--- config.mk ---
export PLATFORM = sky130hd
export DESIGN_NAME = im2col_addr_top
export DESIGN_NICKNAME = d
export VERILOG_FILES = /design/src/conv_addr_pkg.sv /design/src/addr_accum.sv /design/src/apb_cfg_decode.sv /design/src/im2col_addr_top.sv /design/src/window_walker.sv
export SDC_FILE = /design/constraint.sdc
export NUM_CORES = 1
export LEC_CHECK = 0
export ABC_CLOCK_PERIOD_IN_PS = 17000
export BUFFER_PORTS_ARGS = -buffer_cell sky130_fd_sc_hd__buf_2
export CAP_MARGIN = 20
export CORE_MARGIN = 1
export CORE_UTILIZATION = 25
export CTS_BUF_LIST = sky130_fd_sc_hd__clkbuf_8 sky130_fd_sc_hd__clkbuf_16
export CTS_CLUSTER_SIZE = 28
export DETAILED_ROUTE_END_ITERATION = 12
export PLACE_DENSITY = 0.38
export REMOVE_ABC_BUFFERS = 1
export SLEW_MARGIN = 20
export SYNTH_ARGS = -nofsm -noshare
export SYNTH_HDL_FRONTEND = slang
export SYNTH_SLANG_ARGS = --single-unit
--- constraint.sdc ---
create_clock -name clk -period 17 [get_ports clk]
set_clock_uncertainty 0.2 [all_clocks]
set_input_delay 3.4 -clock clk [delete_from_list [all_inputs] [get_ports clk]]
set_output_delay 3.4 -clock clk [all_outputs]
set_load 0.005 [all_outputs]
--- src/conv_addr_pkg.sv ---
package conv_addr_pkg;

    // ******************************************************************
    // field widths
    // ******************************************************************

    // tensor size, channels, out size
    localparam int DIM_W  = 8;
    // kernel size, stride
    localparam int KS_W   = 4;
    // feature-map address
    localparam int ADDR_W = 16;

    // apb register map
    localparam logic [7:0] REG_GEOM   = 8'h00;
    localparam logic [7:0] REG_CTRL   = 8'h04;
    localparam logic [7:0] REG_STATUS = 8'h08;

    // ******************************************************************
    // apb bus
    // ******************************************************************

    typedef struct packed {
        logic        psel;
        logic        penable;
        logic        pwrite;
        logic [7:0]  paddr;
        logic [31:0] pwdata;
    } apb_req_t;

    typedef struct packed {
        logic [31:0] prdata;
        logic        pready;
        logic        pslverr;
    } apb_rsp_t;

    // ******************************************************************
    // configuration words
    // ******************************************************************

    // geometry word, tensor size in the top byte
    typedef struct packed {
        logic [DIM_W-1:0] tensor_size;
        logic [KS_W-1:0]  kernel_size;
        logic [KS_W-1:0]  stride;
        logic [DIM_W-1:0] channels;
        logic [DIM_W-1:0] out_size;
    } geom_t;

    // control word, start in bit 0 and clear_done in bit 1
    typedef struct packed {
        logic [29:0] reserved;
        logic        clear_done;
        logic        start;
    } ctrl_t;

    // one pwdata word, read as geometry or control by paddr
    typedef union packed {
        geom_t geom;
        ctrl_t ctrl;
    } cfg_word_u;

    // address jumps, fixed for a whole run
    typedef struct packed {
        logic [ADDR_W-1:0] row_jump;
        logic [ADDR_W-1:0] chan_jump;
        logic [ADDR_W-1:0] col_step;
        logic [ADDR_W-1:0] row_step;
    } jump_t;

    // how the next address is reached from the previous one
    typedef enum logic [2:0] {
        STEP_START,
        STEP_PIXEL,
        STEP_ROW,
        STEP_CHANNEL,
        STEP_NEXT_COL,
        STEP_NEXT_ROW
    } step_kind_e;

    typedef struct packed {
        step_kind_e kind;
        logic       last;
    } step_t;

endpackage

--- src/addr_accum.sv ---
`timescale 1ns/10ps

module addr_accum #(
    parameter logic [conv_addr_pkg::ADDR_W-1:0] ADDR_BASE = '0
) (
    input  logic                               clk,
    input  logic                               rstn,
    input  conv_addr_pkg::step_t               step,
    input  logic                               step_valid,
    output logic                               step_ready,
    input  conv_addr_pkg::jump_t               jump,
    output logic [conv_addr_pkg::ADDR_W-1:0]   addr,
    output logic                               addr_valid,
    output logic                               addr_last,
    input  logic                               addr_ready,
    output logic                               last_done
);

    localparam int AW = conv_addr_pkg::ADDR_W;

    // offsets from ADDR_BASE
    logic [AW-1:0] cur_addr;
    logic [AW-1:0] win_base;
    logic [AW-1:0] row_base;
    logic [AW-1:0] cur_nx;
    logic [AW-1:0] win_nx;
    logic [AW-1:0] row_nx;
    logic          step_xfer;

    // take a step when the output slot is free or drains this cycle
    assign step_ready = ~addr_valid | addr_ready;
    assign step_xfer  = step_valid & step_ready;

    // final beat leaves
    assign last_done = addr_valid & addr_ready & addr_last;

    // ******************************************************************
    // address walk
    // ******************************************************************

    always_comb begin
        cur_nx = cur_addr;
        win_nx = win_base;
        row_nx = row_base;
        case (step.kind)
            conv_addr_pkg::STEP_START: begin
                cur_nx = '0;
                win_nx = '0;
                row_nx = '0;
            end
            conv_addr_pkg::STEP_PIXEL: begin
                cur_nx = cur_addr + AW'(1);
            end
            conv_addr_pkg::STEP_ROW: begin
                cur_nx = cur_addr + jump.row_jump;
            end
            conv_addr_pkg::STEP_CHANNEL: begin
                cur_nx = cur_addr + jump.chan_jump;
            end
            conv_addr_pkg::STEP_NEXT_COL: begin
                // slide the window right by stride
                win_nx = win_base + jump.col_step;
                cur_nx = win_nx;
            end
            conv_addr_pkg::STEP_NEXT_ROW: begin
                // back to column 0, stride rows down
                row_nx = row_base + jump.row_step;
                win_nx = row_nx;
                cur_nx = row_nx;
            end
            default: begin
                cur_nx = cur_addr;
            end
        endcase
    end

    always_ff @(posedge clk) begin
        if (step_xfer) begin
            cur_addr <= cur_nx;
            win_base <= win_nx;
            row_base <= row_nx;
            addr     <= cur_nx + ADDR_BASE;
        end
    end

    // ******************************************************************
    // output slot
    // ******************************************************************

    always_ff @(posedge clk or negedge rstn) begin
        if (!rstn) begin
            addr_valid <= 1'b0;
            addr_last  <= 1'b0;
        end else if (step_xfer) begin
            addr_valid <= 1'b1;
            addr_last  <= step.last;
        end else if (addr_ready) begin
            addr_valid <= 1'b0;
            addr_last  <= 1'b0;
        end
    end

endmodule

--- src/apb_cfg_decode.sv ---
`timescale 1ns/10ps

module apb_cfg_decode (
    input  logic                    clk,
    input  logic                    rstn,
    input  conv_addr_pkg::apb_req_t apb_req,
    output conv_addr_pkg::apb_rsp_t apb_rsp,
    input  logic                    busy,
    input  logic                    last_done,
    output conv_addr_pkg::geom_t    geom,
    output conv_addr_pkg::jump_t    jump,
    output logic                    start
);

    localparam int AW = conv_addr_pkg::ADDR_W;

    conv_addr_pkg::cfg_word_u wdata;
    conv_addr_pkg::geom_t     geom_reg;
    conv_addr_pkg::jump_t     jump_nx;

    logic          access;
    logic          hit_geom;
    logic          hit_ctrl;
    logic          hit_status;
    logic          bad_addr;
    logic          run_active;
    logic          wr_reject;
    logic          geom_wr;
    logic          start_wr;
    logic          clear_wr;
    logic          done_sticky;
    logic [AW-1:0] t_ext;
    logic [AW-1:0] k_ext;
    logic [AW-1:0] s_ext;

    // ******************************************************************
    // apb access decode
    // ******************************************************************

    // access phase of a transfer
    assign access     = apb_req.psel & apb_req.penable;
    assign hit_geom   = (apb_req.paddr == conv_addr_pkg::REG_GEOM);
    assign hit_ctrl   = (apb_req.paddr == conv_addr_pkg::REG_CTRL);
    assign hit_status = (apb_req.paddr == conv_addr_pkg::REG_STATUS);
    assign bad_addr   = ~(hit_geom | hit_ctrl | hit_status);

    // same write word, two views
    assign wdata = apb_req.pwdata;

    // run in flight, includes the start pulse cycle
    assign run_active = busy | start;

    // geometry or start write during a run is refused
    assign wr_reject = apb_req.pwrite & run_active &
                       (hit_geom | (hit_ctrl & wdata.ctrl.start));

    assign geom_wr  = access & apb_req.pwrite & hit_geom & ~run_active;
    assign start_wr = access & apb_req.pwrite & hit_ctrl & wdata.ctrl.start & ~run_active;
    assign clear_wr = access & apb_req.pwrite & hit_ctrl & wdata.ctrl.clear_done;

    // no wait states
    assign apb_rsp.pready  = 1'b1;
    assign apb_rsp.pslverr = access & (bad_addr | wr_reject);

    // read mux
    always_comb begin
        apb_rsp.prdata = '0;
        if (hit_geom) begin
            apb_rsp.prdata = geom_reg;
        end else if (hit_status) begin
            apb_rsp.prdata = {30'd0, done_sticky, run_active};
        end
    end

    // ******************************************************************
    // jump constants
    // ******************************************************************

    assign t_ext = AW'(geom_reg.tensor_size);
    assign k_ext = AW'(geom_reg.kernel_size);
    assign s_ext = AW'(geom_reg.stride);

    always_comb begin
        // last kernel column to first column of next kernel row
        jump_nx.row_jump  = t_ext - k_ext + AW'(1);
        // bottom right of a kernel plane to top left of the next channel
        jump_nx.chan_jump = t_ext * t_ext - (k_ext - AW'(1)) * (t_ext + AW'(1));
        jump_nx.col_step  = s_ext;
        jump_nx.row_step  = s_ext * t_ext;
    end

    // ******************************************************************
    // registers
    // ******************************************************************

    // software geometry register
    always_ff @(posedge clk or negedge rstn) begin
        if (!rstn) begin
            geom_reg <= '0;
        end else if (geom_wr) begin
            geom_reg <= wdata.geom;
        end
    end

    // run copy, frozen until the next start
    always_ff @(posedge clk) begin
        if (start_wr) begin
            geom <= geom_reg;
            jump <= jump_nx;
        end
    end

    // one cycle start pulse after the access phase
    always_ff @(posedge clk or negedge rstn) begin
        if (!rstn) begin
            start <= 1'b0;
        end else begin
            start <= start_wr;
        end
    end

    // sticky done, a new start clears it too
    always_ff @(posedge clk or negedge rstn) begin
        if (!rstn) begin
            done_sticky <= 1'b0;
        end else if (start_wr) begin
            done_sticky <= 1'b0;
        end else if (last_done) begin
            done_sticky <= 1'b1;
        end else if (clear_wr) begin
            done_sticky <= 1'b0;
        end
    end

endmodule

--- src/im2col_addr_top.sv ---
`timescale 1ns/10ps

module im2col_addr_top #(
    parameter logic [conv_addr_pkg::ADDR_W-1:0] ADDR_BASE = '0
) (
    input  logic                               clk,
    input  logic                               rstn,
    input  conv_addr_pkg::apb_req_t            apb_req,
    output conv_addr_pkg::apb_rsp_t            apb_rsp,
    output logic [conv_addr_pkg::ADDR_W-1:0]   addr,
    output logic                               addr_valid,
    output logic                               addr_last,
    input  logic                               addr_ready
);

    // decode to walker and accumulator
    conv_addr_pkg::geom_t geom;
    conv_addr_pkg::jump_t jump;
    logic                 start;

    // walker to accumulator
    conv_addr_pkg::step_t step;
    logic                 step_valid;
    logic                 step_ready;

    // status back to decode
    logic                 busy;
    logic                 last_done;

    // ******************************************************************
    // register file
    // ******************************************************************

    apb_cfg_decode u_apb_cfg_decode (
        .clk       (clk),
        .rstn      (rstn),
        .apb_req   (apb_req),
        .apb_rsp   (apb_rsp),
        .busy      (busy),
        .last_done (last_done),
        .geom      (geom),
        .jump      (jump),
        .start     (start)
    );

    // ******************************************************************
    // walk and address stages
    // ******************************************************************

    window_walker u_window_walker (
        .clk        (clk),
        .rstn       (rstn),
        .start      (start),
        .geom       (geom),
        .step       (step),
        .step_valid (step_valid),
        .step_ready (step_ready),
        .busy       (busy)
    );

    addr_accum #(
        .ADDR_BASE (ADDR_BASE)
    ) u_addr_accum (
        .clk        (clk),
        .rstn       (rstn),
        .step       (step),
        .step_valid (step_valid),
        .step_ready (step_ready),
        .jump       (jump),
        .addr       (addr),
        .addr_valid (addr_valid),
        .addr_last  (addr_last),
        .addr_ready (addr_ready),
        .last_done  (last_done)
    );

endmodule

--- src/window_walker.sv ---
`timescale 1ns/10ps

module window_walker (
    input  logic                  clk,
    input  logic                  rstn,
    input  logic                  start,
    input  conv_addr_pkg::geom_t  geom,
    output conv_addr_pkg::step_t  step,
    output logic                  step_valid,
    input  logic                  step_ready,
    output logic                  busy
);

    localparam int KW = conv_addr_pkg::KS_W;
    localparam int DW = conv_addr_pkg::DIM_W;

    // position of the step held in the output
    logic [KW-1:0] kcol;
    logic [KW-1:0] krow;
    logic [DW-1:0] chan;
    logic [DW-1:0] ocol;
    logic [DW-1:0] orow;

    // position of the following step
    logic [KW-1:0] kcol_nx;
    logic [KW-1:0] krow_nx;
    logic [DW-1:0] chan_nx;
    logic [DW-1:0] ocol_nx;
    logic [DW-1:0] orow_nx;

    // final counter values
    logic [KW-1:0] k_fin;
    logic [DW-1:0] c_fin;
    logic [DW-1:0] o_fin;

    logic kcol_end;
    logic krow_end;
    logic chan_end;
    logic ocol_end;
    logic first_last;
    logic last_nx;
    logic step_xfer;

    conv_addr_pkg::step_kind_e kind_nx;

    assign k_fin = geom.kernel_size - KW'(1);
    assign c_fin = geom.channels - DW'(1);
    assign o_fin = geom.out_size - DW'(1);

    assign kcol_end = (kcol == k_fin);
    assign krow_end = (krow == k_fin);
    assign chan_end = (chan == c_fin);
    assign ocol_end = (ocol == o_fin);

    // 1x1 kernel, one channel, one output
    assign first_last = (k_fin == '0) & (c_fin == '0) & (o_fin == '0);

    assign step_xfer = step_valid & step_ready;

    // busy exactly while a step is held
    assign busy = step_valid;

    // ******************************************************************
    // next position and step kind
    // ******************************************************************

    // innermost is the kernel column, outermost the output row
    always_comb begin
        kind_nx = conv_addr_pkg::STEP_PIXEL;
        kcol_nx = kcol + KW'(1);
        krow_nx = krow;
        chan_nx = chan;
        ocol_nx = ocol;
        orow_nx = orow;
        if (kcol_end) begin
            kcol_nx = '0;
            if (!krow_end) begin
                // down one kernel row
                kind_nx = conv_addr_pkg::STEP_ROW;
                krow_nx = krow + KW'(1);
            end else begin
                krow_nx = '0;
                if (!chan_end) begin
                    // next channel plane
                    kind_nx = conv_addr_pkg::STEP_CHANNEL;
                    chan_nx = chan + DW'(1);
                end else begin
                    // window done
                    chan_nx = '0;
                    if (!ocol_end) begin
                        kind_nx = conv_addr_pkg::STEP_NEXT_COL;
                        ocol_nx = ocol + DW'(1);
                    end else begin
                        kind_nx = conv_addr_pkg::STEP_NEXT_ROW;
                        ocol_nx = '0;
                        orow_nx = orow + DW'(1);
                    end
                end
            end
        end
    end

    // every counter at its final value
    assign last_nx = (kcol_nx == k_fin) & (krow_nx == k_fin) & (chan_nx == c_fin) &
                     (ocol_nx == o_fin) & (orow_nx == o_fin);

    // ******************************************************************
    // counters and step register
    // ******************************************************************

    always_ff @(posedge clk or negedge rstn) begin
        if (!rstn) begin
            kcol       <= '0;
            krow       <= '0;
            chan       <= '0;
            ocol       <= '0;
            orow       <= '0;
            step       <= '0;
            step_valid <= 1'b0;
        end else if (start && !step_valid) begin
            // fresh walk from the top left
            kcol       <= '0;
            krow       <= '0;
            chan       <= '0;
            ocol       <= '0;
            orow       <= '0;
            step.kind  <= conv_addr_pkg::STEP_START;
            step.last  <= first_last;
            step_valid <= 1'b1;
        end else if (step_xfer) begin
            if (step.last) begin
                step_valid <= 1'b0;
            end else begin
                kcol      <= kcol_nx;
                krow      <= krow_nx;
                chan      <= chan_nx;
                ocol      <= ocol_nx;
                orow      <= orow_nx;
                step.kind <= kind_nx;
                step.last <= last_nx;
            end
        end
    end

endmodule

# After elaboration in Yosys (flattened, before gate mapping)
# Index checks and enable logic that the tools add are counted.
# W data, S select, Z words.
dict set report totals {
  word_cells 164
  in_bits 46
  ram_bits 0
  mem_count 0
  ff_bits 193
  latchBits 0
  romBits 0
}
dict set report classes {
  n_mul 3
  n_shift 0
  n_eq_ne 17
  reduce_logical 19
  muxes 50
  n_lt_le_gt_ge 0
  n_addsub 18
  div_mod_pow 0
  n_bitwise 30
}
# cell count
set op_table {}
lappend op_table {{$mux W8} 20}
lappend op_table {{$pmux W16 S6} 1}
lappend op_table {{$add A16 B16 Y16} 3}
lappend op_table {{$mux W4} 12}
lappend op_table {{$pmux W16 S3} 1}
lappend op_table {{$eq A8 B8 Y1} 5}
lappend op_table {{$add A16 B1 Y16 const B} 2}
lappend op_table {{$mux W32} 1}
lappend op_table {{$pmux W16 S2} 1}
lappend op_table {{$add A8 B1 Y8 const B} 3}
lappend op_table {{$logic_not A8 Y1} 3}
lappend op_table {{$and A1 B1 Y1} 21}
lappend op_table {{$add A16 B4 Y16} 1}
lappend op_table {{$eq A4 B4 Y1} 4}
lappend op_table {{$mul A16 B16 Y16} 1}
lappend op_table {{$mul A8 B8 Y16} 1}
lappend op_table {{$sub A16 B16 Y16} 1}
lappend op_table {{$sub A8 B1 Y8 const B} 2}
lappend op_table {{$mul A4 B8 Y12} 1}
lappend op_table {{$mux W1} 10}
lappend op_table {{$reduce_and A2 Y1} 5}
lappend op_table {{$add A8 B1 Y9 const B} 1}
lappend op_table {{$mux W3} 3}
lappend op_table {{$sub A8 B4 Y9} 1}
lappend op_table {{19 further kinds} 33}

# Logic depth before layout (Yosys ltp)
# Gate-level depths: netlist of run 1.
dict set report logic_depth {
  word_depth 12
  depth_mapped 27
  depth_no_buf 27
}

# Hierarchy
# Synthesis of run 1 repeated with hierarchy kept, for this count alone.
dict set report hier_totals {
  hier_cells 1818
  area_unflattened_um2 17201.5
}
# module area_each_um2 instances cells_each
set modules_own_cells {}
lappend modules_own_cells {apb_cfg_decode 8969.9 1 860}
lappend modules_own_cells {addr_accum 4270.3 1 445}
lappend modules_own_cells {window_walker 3961.3 1 513}

# Least setup slack after synthesis of run 1
# No wires, ideal clock.
dict set report synth_timing {
  path_type {input port to output port}
  startpoint {in apb_req[37] (netlist name)}
  endpoint {out apb_rsp[10] (netlist name)}
  slack_ps 8986
  cell_stages 5
  t_arrival_ps 4414
  path_cell_list {nor4_1 nand2_1 nor3_1 clkbuf_1 and2_1}
}
# item line
set synth_lines {}
lappend synth_lines {{start: declaration} im2col_addr_top.sv:8} ;# input conv_addr_pkg::apb_req_t apb_req,
lappend synth_lines {{end: declaration} im2col_addr_top.sv:9} ;# output conv_addr_pkg::apb_rsp_t apb_rsp,

==> impl_metrics.env, run 1 <==
export IMPL_crit_buf_inv=3
export IMPL_drv_cap=0
export IMPL_track_usage_pct=14.86
export IMPL_outcome="complete, no violations"
export IMPL_layout_nets=2059
export IMPL_drive_gt1_share_pct=11.41
export IMPL_syn_avg_cell_area_um2=9.750
export IMPL_worstSetupStartpointType="input pin"
export IMPL_antenna_found_initial=0
export IMPL_cts_buffers=17
export IMPL_synth_edff_count=116
export IMPL_clock_sink_count=189
export IMPL_largest_register_ffs=52
export IMPL_power_mw=1.358
export IMPL_setup_viol=0
export IMPL_finalNonFillerCells=2660
export IMPL_period_needed_ps=9048
export IMPL_cts_resized=0
export IMPL_fill_cells=7003
export IMPL_cp_depth=7
export IMPL_ant_nets=0
export IMPL_io_pins=98
export IMPL_place_area_mm2=0.01823
export IMPL_num_antenna_cells=0
export IMPL_gr_total_overflow=0
export IMPL_grt_pass1_wl_mm=76.33
export IMPL_cts_tree="yes"
export IMPL_ctsHtreeMaxLevel=4
export IMPL_path_clk_slew_ps=70
export IMPL_via_count=12390
export IMPL_hold_class="reg -> reg"
export IMPL_cp_top_family="simple AND/OR/NAND/NOR gates"
export IMPL_layout_setup_ws_ps=7952
export IMPL_synth_seq_cells=189
export IMPL_regArea_mm2=0.005310
export IMPL_drtPass1Iterations=7
export IMPL_worstRegToRegCells=20
export IMPL_r2r_setup_slack_ps=9580
export IMPL_cp_slowest_stage_delay_ps=750
export IMPL_start_util_pct=25.42
export IMPL_worstSetupStartpoint="apb_req[37]"
export IMPL_tightest_slew_ps=1079
export IMPL_power_density_mw_per_mm2=72.04
export IMPL_core_area_mm2=0.06610
export IMPL_yosysWarnings=0
export IMPL_die_height_um=261.2
export IMPL_clock_latency_ps=490
export IMPL_critPathArrivalTime_ps=5450
export IMPL_async_flop_share_pct=38.62
export IMPL_multiInputGateArea_mm2=0.01042
export IMPL_slew_headroom_pct=28.05
export IMPL_setup_tns_ps=0
export IMPL_place_ws_ps=7880
export IMPL_stdcell_area_mm2=0.01884
export IMPL_hpwl_mm=37.90
export IMPL_drt_initial_drc_count=713
export IMPL_die_w_um=261.2
export IMPL_post_cts_buffers=0
export IMPL_final_hold_viol_count=0
export IMPL_cpMostUsedCell="buf_2"
export IMPL_rsz0062_at_grt="false"
export IMPL_maxSlewViolCount=0
export IMPL_wirelength_mm=49.17
export IMPL_critical_path_max_fanout=16
export IMPL_peakVddDrop_uv=70.71
export IMPL_drc=0
export IMPL_critPathCaptureType="primary output"
export IMPL_ys_seq_area_share_pct=31.61
export IMPL_r2r_end="u_apb_cfg_decode.jump[47]"
export IMPL_cp_required_ps=13400
export IMPL_crit_path_top_delay_cell="nor3_2"
export IMPL_holdBufCountCts=0
export IMPL_max_freq_ghz=0.1105
export IMPL_place_congestion=0.8207
export IMPL_postSynthCellCount=1723
export IMPL_routedWlPerCell_um=18.48
export IMPL_max_clock_path_buffers=2
export IMPL_via_per_inst=4.657
export IMPL_area_growth_pct=12.17
export IMPL_r2r_start="u_apb_cfg_decode.geom_reg[20]"
export IMPL_rows=94
export IMPL_grt_max_degree=71
export IMPL_crit_chain="buf_2, nor4_1, nand2_1, nor3_2, buf_4, and2_1, buf_2"
export IMPL_grt_pass1_vias=12620
export IMPL_period_share_pct=53.22
export IMPL_cts_root_buf="clkbuf_16"
export IMPL_yosysUniqueCellTypes=83
export IMPL_p_leak_nw=8.287
export IMPL_port_buffers=96
export IMPL_synth_ff_type="edfxtp_1"
export IMPL_syn_area_mm2=0.01680
export IMPL_die_area_mm2=0.06824
export IMPL_placed_cells=2628
export IMPL_critPathKind="in -> out"
export IMPL_cp_endpoint="apb_rsp[27]"
[cell usage in the layout, fill, tap and decap left out, drive strengths merged, types with 10 or more instances in the layout]
master,netlist,routed
xnor2,102,102
nor3,31,31
nor2,102,102
a21oi,59,59
a21o,32,32
or2,13,13
and2,58,58
xnor3,10,10
nor4,36,36
mux2,25,25
dfrtp,73,73
edfxtp,116,116
nand3,35,35
nor2b,18,18
o21ai,74,74
nand4,21,21
o21bai,14,14
clkbuf,65,17
nand2b,19,19
o211ai,10,10
ha,118,118
inv,208,215
fa,112,112
buf,9,115
and3,23,23
mux2i,22,22
nand2,137,137
xor2,38,38
nor3b,13,13
[power breakdown]
| group | total [mW] | leakage (nW) | switching [mW] | internal, mW |
|---|---|---|---|---|
| Clock | 0.442 | 0.303 | 0.218 | 0.224 |
| Sequential | 0.520 | 2.00 | 0.00433 | 0.516 |
| Combinational | 0.396 | 5.98 | 0.216 | 0.180 |
[per-layer routing]
metal | vias up | wire (um) | GRT usage (%)
li1 | 6057 | - | -
met1 | 6125 | 24530 | 20.87
met2 | 174 | 22730 | 23.73
met3 | 32 | 1349 | 2.604
met4 | 0 | 550 | 3.295
met5 | - | 0 | 0
[per-stage QoR]
| stage | hold WS [ps] | util (%) |
|---|---|---|
| 4_1_cts | 292.8 | 28.51 |
| 2_1_floorplan | 234.6 | - |
| 3_5_place_dp | 274.2 | 27.57 |
| 3_3_place_gp | 271.5 | 27.57 |
| 6_report | 291.7 | 28.51 |
| 5_1_grt | 308.5 | 28.51 |
[worst register-to-register path, stage by stage, from the launching register on]
cell	delay, ps
dfrtp_1	660
inv_1	340
ha_1	360
and3_1	290
nand2_1	140
inv_1	110
fa_1	660
inv_1	140
fa_1	520
fa_1	440
fa_1	520
fa_1	550
inv_1	60
fa_1	530
inv_1	40
ha_1	320
a21oi_1	240
o21ai_0	180
or4_1	460
a2111o_1	380
o211ai_1	110
[Yosys cell counts, drive strengths merged (13+ instances only)]
| cell | n | area, um2 |
|---|---|---|
| inv | 208 | 780.8 |
| nand2 | 137 | 514.2 |
| ha | 118 | 1476 |
| edfxtp | 116 | 3483 |
| fa | 112 | 2242 |
| nor2 | 102 | 382.9 |
| xnor2 | 102 | 893.4 |
| o21ai | 74 | 374.1 |
| dfrtp | 73 | 1827 |
| clkbuf | 65 | 244.0 |
| a21oi | 59 | 295.3 |
| and2 | 58 | 362.9 |
| xor2 | 38 | 332.8 |
| nor4 | 36 | 267.8 |
| nand3 | 35 | 175.2 |
| a21o | 32 | 240.2 |
| nor3 | 31 | 170.2 |
| mux2 | 25 | 281.5 |
| and3 | 23 | 143.9 |
| mux2i | 22 | 220.2 |
| nand4 | 21 | 131.4 |
| nand2b | 19 | 118.9 |
| nor2b | 18 | 112.6 |
| o21bai | 14 | 105.1 |
| nor3b | 13 | 97.59 |
| or2 | 13 | 81.33 |
[how the worst min path moves through the flow]
stage	startpoint	end	slack (ps)	depth (start not counted)
5_1_grt	u_apb_cfg_decode.geom_reg[3]	u_apb_cfg_decode.geom[3]	310	0
3_3_place_gp	u_apb_cfg_decode.geom_reg[9]	u_apb_cfg_decode.geom[9]	270	0
4_1_cts	u_apb_cfg_decode.geom_reg[10]	u_apb_cfg_decode.geom[10]	290	0
3_5_place_dp	u_apb_cfg_decode.geom_reg[3]	u_apb_cfg_decode.geom[3]	270	0
6_report	u_apb_cfg_decode.geom_reg[4]	u_apb_cfg_decode.geom[4]	290	0
2_1_floorplan	u_apb_cfg_decode.geom_reg[10]	u_apb_cfg_decode.geom[10]	230	0
[cell families after synthesis]
family,count (synthesis),synth area share (%)
AO/OA/AOI/OAI,278,10.90
XOR/XNOR,152,8.922
adder cells (fa/ha/maj),230,22.13
buffers and inverters,285,6.532
flip-flops,189,31.61
multiplexers,47,2.987
other,1,0.02232
AND/OR/NAND/NOR,541,16.90
[cell type report]
type / instances / share of cell area [%]
inverters: 211 / 4.203
clock buffers: 17 / 2.257
clock inverters: 15 / 1.023
well taps: 864 / 5.737
multi-input cells: 1249 / 55.28
flip-flops and latches: 189 / 28.18
repair buffers: 115 / 3.320
Power figures use the tool's default switching activity.
==> run 2: changes to the inputs <==
--- a/config.mk
+++ b/config.mk
@@ -5,7 +5,7 @@
 export SDC_FILE = /design/constraint.sdc
 export NUM_CORES = 1
 export LEC_CHECK = 0
-export ABC_CLOCK_PERIOD_IN_PS = 17000
+export ABC_CLOCK_PERIOD_IN_PS = 7370
 export BUFFER_PORTS_ARGS = -buffer_cell sky130_fd_sc_hd__buf_2
 export CAP_MARGIN = 20
 export CORE_MARGIN = 1
@@ -13,7 +13,7 @@
 export CTS_BUF_LIST = sky130_fd_sc_hd__clkbuf_8 sky130_fd_sc_hd__clkbuf_16
 export CTS_CLUSTER_SIZE = 28
 export DETAILED_ROUTE_END_ITERATION = 12
-export PLACE_DENSITY = 0.38
+export PLACE_DENSITY = 0.4
 export REMOVE_ABC_BUFFERS = 1
 export SLEW_MARGIN = 20
 export SYNTH_ARGS = -nofsm -noshare
==> constraint.sdc (replaced) <==
create_clock -name clk -period 7.37 [get_ports clk]
set_clock_uncertainty 0.2 [all_clocks]
set_input_delay 1.474 -clock clk [delete_from_list [all_inputs] [get_ports clk]]
set_output_delay 1.474 -clock clk [all_outputs]
set_load 0.005 [all_outputs]
==> run 2 against run 1 <==
Sequential power increased by 130%. Largest power group unchanged. Sequential share of layout area about the same. Critical path depth increased by 10. Highest routed layer unchanged. Critical path type is now reg -> reg. Critical endpoint is now u_apb_cfg_decode.jump[47].
==> impl_metrics.env, run 2 (synthesis gave the netlist of run 1 again) <==
export IMPL_port_buffers=96
export IMPL_drtPass1Iterations=6
export IMPL_rows=94
export IMPL_die_area_mm2=0.06824
export IMPL_drc=0
export IMPL_cts_buffers=17
export IMPL_core_area_mm2=0.06610
export IMPL_antenna_found_initial=0
export IMPL_setup_viol=0
export IMPL_outcome="complete, no violations"
export IMPL_slew_headroom_pct=28.76
export IMPL_grt_pass1_wl_mm=76.45
export IMPL_final_cell_mix="inv_1, nand2_1, ha_1"
export IMPL_cp_required_ps=7490
export IMPL_ant_nets=0
export IMPL_start_util_pct=25.42
export IMPL_final_common_cell="inv_1"
export IMPL_maxSlewViolCount=0
export IMPL_via_per_inst=4.658
export IMPL_worstRegToRegCells=17
export IMPL_track_usage_pct=14.81
export IMPL_power_density_mw_per_mm2=162.3
export IMPL_tightest_slew_ps=1065
export IMPL_crit_chain="nand3_1, xnor2_1, nand2b_1, inv_1, fa_1, fa_1, fa_1, fa_1, fa_1, fa_1, inv_1, ha_1, nand2_1, o21ai_0, or4_1, a2111o_1, o211ai_1"
export IMPL_crit_buf_inv=2
export IMPL_period_share_pct=94.31
export IMPL_worstSetupStartpointType="flip-flop"
export IMPL_critPathArrivalTime_ps=7070
export IMPL_clock_sink_count=189
export IMPL_post_cts_buffers=0
export IMPL_cpMostUsedCell="fa_1"
export IMPL_crit_path_top_delay_cell="fa_1"
export IMPL_num_antenna_cells=0
export IMPL_die_height_um=261.2
export IMPL_max_freq_ghz=0.1439
export IMPL_r2r_end="u_apb_cfg_decode.jump[47]"
export IMPL_grt_pass1_vias=12610
export IMPL_die_w_um=261.2
export IMPL_path_clk_slew_ps=80
export IMPL_area_growth_pct=12.24
export IMPL_cts_root_buf="clkbuf_16"
export IMPL_place_congestion=0.8360
export IMPL_p_leak_nw=8.292
export IMPL_cts_tree="yes"
export IMPL_drv_cap=0
export IMPL_r2r_start="u_apb_cfg_decode.geom_reg[27]"
export IMPL_critical_path_max_fanout=11
export IMPL_min_from="u_apb_cfg_decode.geom_reg[7]"
export IMPL_wirelength_mm=48.94
export IMPL_gr_total_overflow=0
export IMPL_peakVddDrop_uv=193.5
export IMPL_critPathCaptureType="flip-flop"
export IMPL_hold_slack_ps=270.5
export IMPL_cp_depth=17
export IMPL_period_needed_ps=6950
export IMPL_hpwl_mm=38.08
export IMPL_drive_gt1_share_pct=11.65
export IMPL_cts_resized=0
export IMPL_hold_class="reg -> reg"
export IMPL_cp_top_family="adder cells"
export IMPL_largest_register_ffs=52
export IMPL_rsz0062_at_grt="false"
export IMPL_max_clock_path_buffers=2
export IMPL_setup_tns_ps=0
export IMPL_clock_latency_ps=490
export IMPL_ctsHtreeMaxLevel=4
export IMPL_worstSetupStartpoint="u_apb_cfg_decode.geom_reg[27]"
export IMPL_via_count=12420
export IMPL_cp_endpoint="u_apb_cfg_decode.jump[47]"
export IMPL_routedWlPerCell_um=18.35
export IMPL_r2r_setup_slack_ps=420
export IMPL_critPathKind="reg -> reg"
export IMPL_drt_initial_drc_count=543
export IMPL_layout_nets=2067
export IMPL_io_pins=98
export IMPL_cp_slowest_stage_delay_ps=740
export IMPL_holdBufCountCts=0
export IMPL_final_hold_viol_count=0
export IMPL_grt_max_degree=52
## run 2: cell types whose count changed in the layout (fill, tap and decap cells not counted), sizes merged
cell,change
clkinv,-2
clkinvlp,+3
buf,+8
inv,-1
bufinv,-1
## run 2: how the worst min path moves through the flow
stage	endpoint	slack, ps	depth (start not counted)
floorplan	u_apb_cfg_decode.geom[10]	230	0
global placement	u_apb_cfg_decode.geom[7]	250	0
detailed placement	u_apb_cfg_decode.geom[7]	250	0
CTS	u_apb_cfg_decode.geom[21]	270	0
global route	u_apb_cfg_decode.geom[7]	290	0
finish	u_apb_cfg_decode.geom[7]	270	0
## run 2: routing by layer
layer / wire length, um / global-route usage [%] / vias to the layer above
met3: 1465 / 2.352 / 21
met5: 0 / 0 / -
met4: 405 / 3.036 / 0
met2: 22340 / 23.03 / 166
li1: - / - / 6053
met1: 24720 / 21.53 / 6182
## run 2: area by class of cell
type	instances	area [um2]
Clock inverter	14	136.4
Fill cell	7039	47240
Sequential cell	189	5310
Tap cell	864	1081
Inverter	211	792.0
Multi-Input combinational cell	1249	10430
Clock buffer	17	425.4
Timing Repair Buffer	123	685.7
## run 2: worst register-to-register path, stage by stage (launching register included)
cell and delay, ps:
dfrtp_1 710, nand3_1 290, xnor2_1 420, nand2b_1 220
inv_1 70, fa_1 740, fa_1 520, fa_1 520
fa_1 530, fa_1 520, fa_1 560, inv_1 40
ha_1 320, nand2_1 70, o21ai_0 100, or4_1 450
a2111o_1 380, o211ai_1 110
## run 2: power breakdown
part	switching (mW)	internal (mW)	total [mW]
registers	0.00834	1.19	1.20
logic	0.503	0.417	0.921
clock network	0.471	0.470	0.941
total	0.983	2.08	3.06
## run 2: metrics by stage
stage | power, mW | worst slack (ps) | cell area (um2) | std cells | util (%)
final | 3.059 | 419.6 | 18860 | 2667 | 28.53
after detailed placement | 2.153 | 448.8 | 18290 | 2636 | 27.67
after global routing | 3.287 | 24.93 | 18860 | 2667 | 28.53
after CTS | 3.130 | 413.1 | 18850 | 2667 | 28.52
after global placement | 2.154 | 508.1 | 18290 | 2636 | 27.67
after floorplan | 1.928 | 836.1 | 16490 | 1649 | -
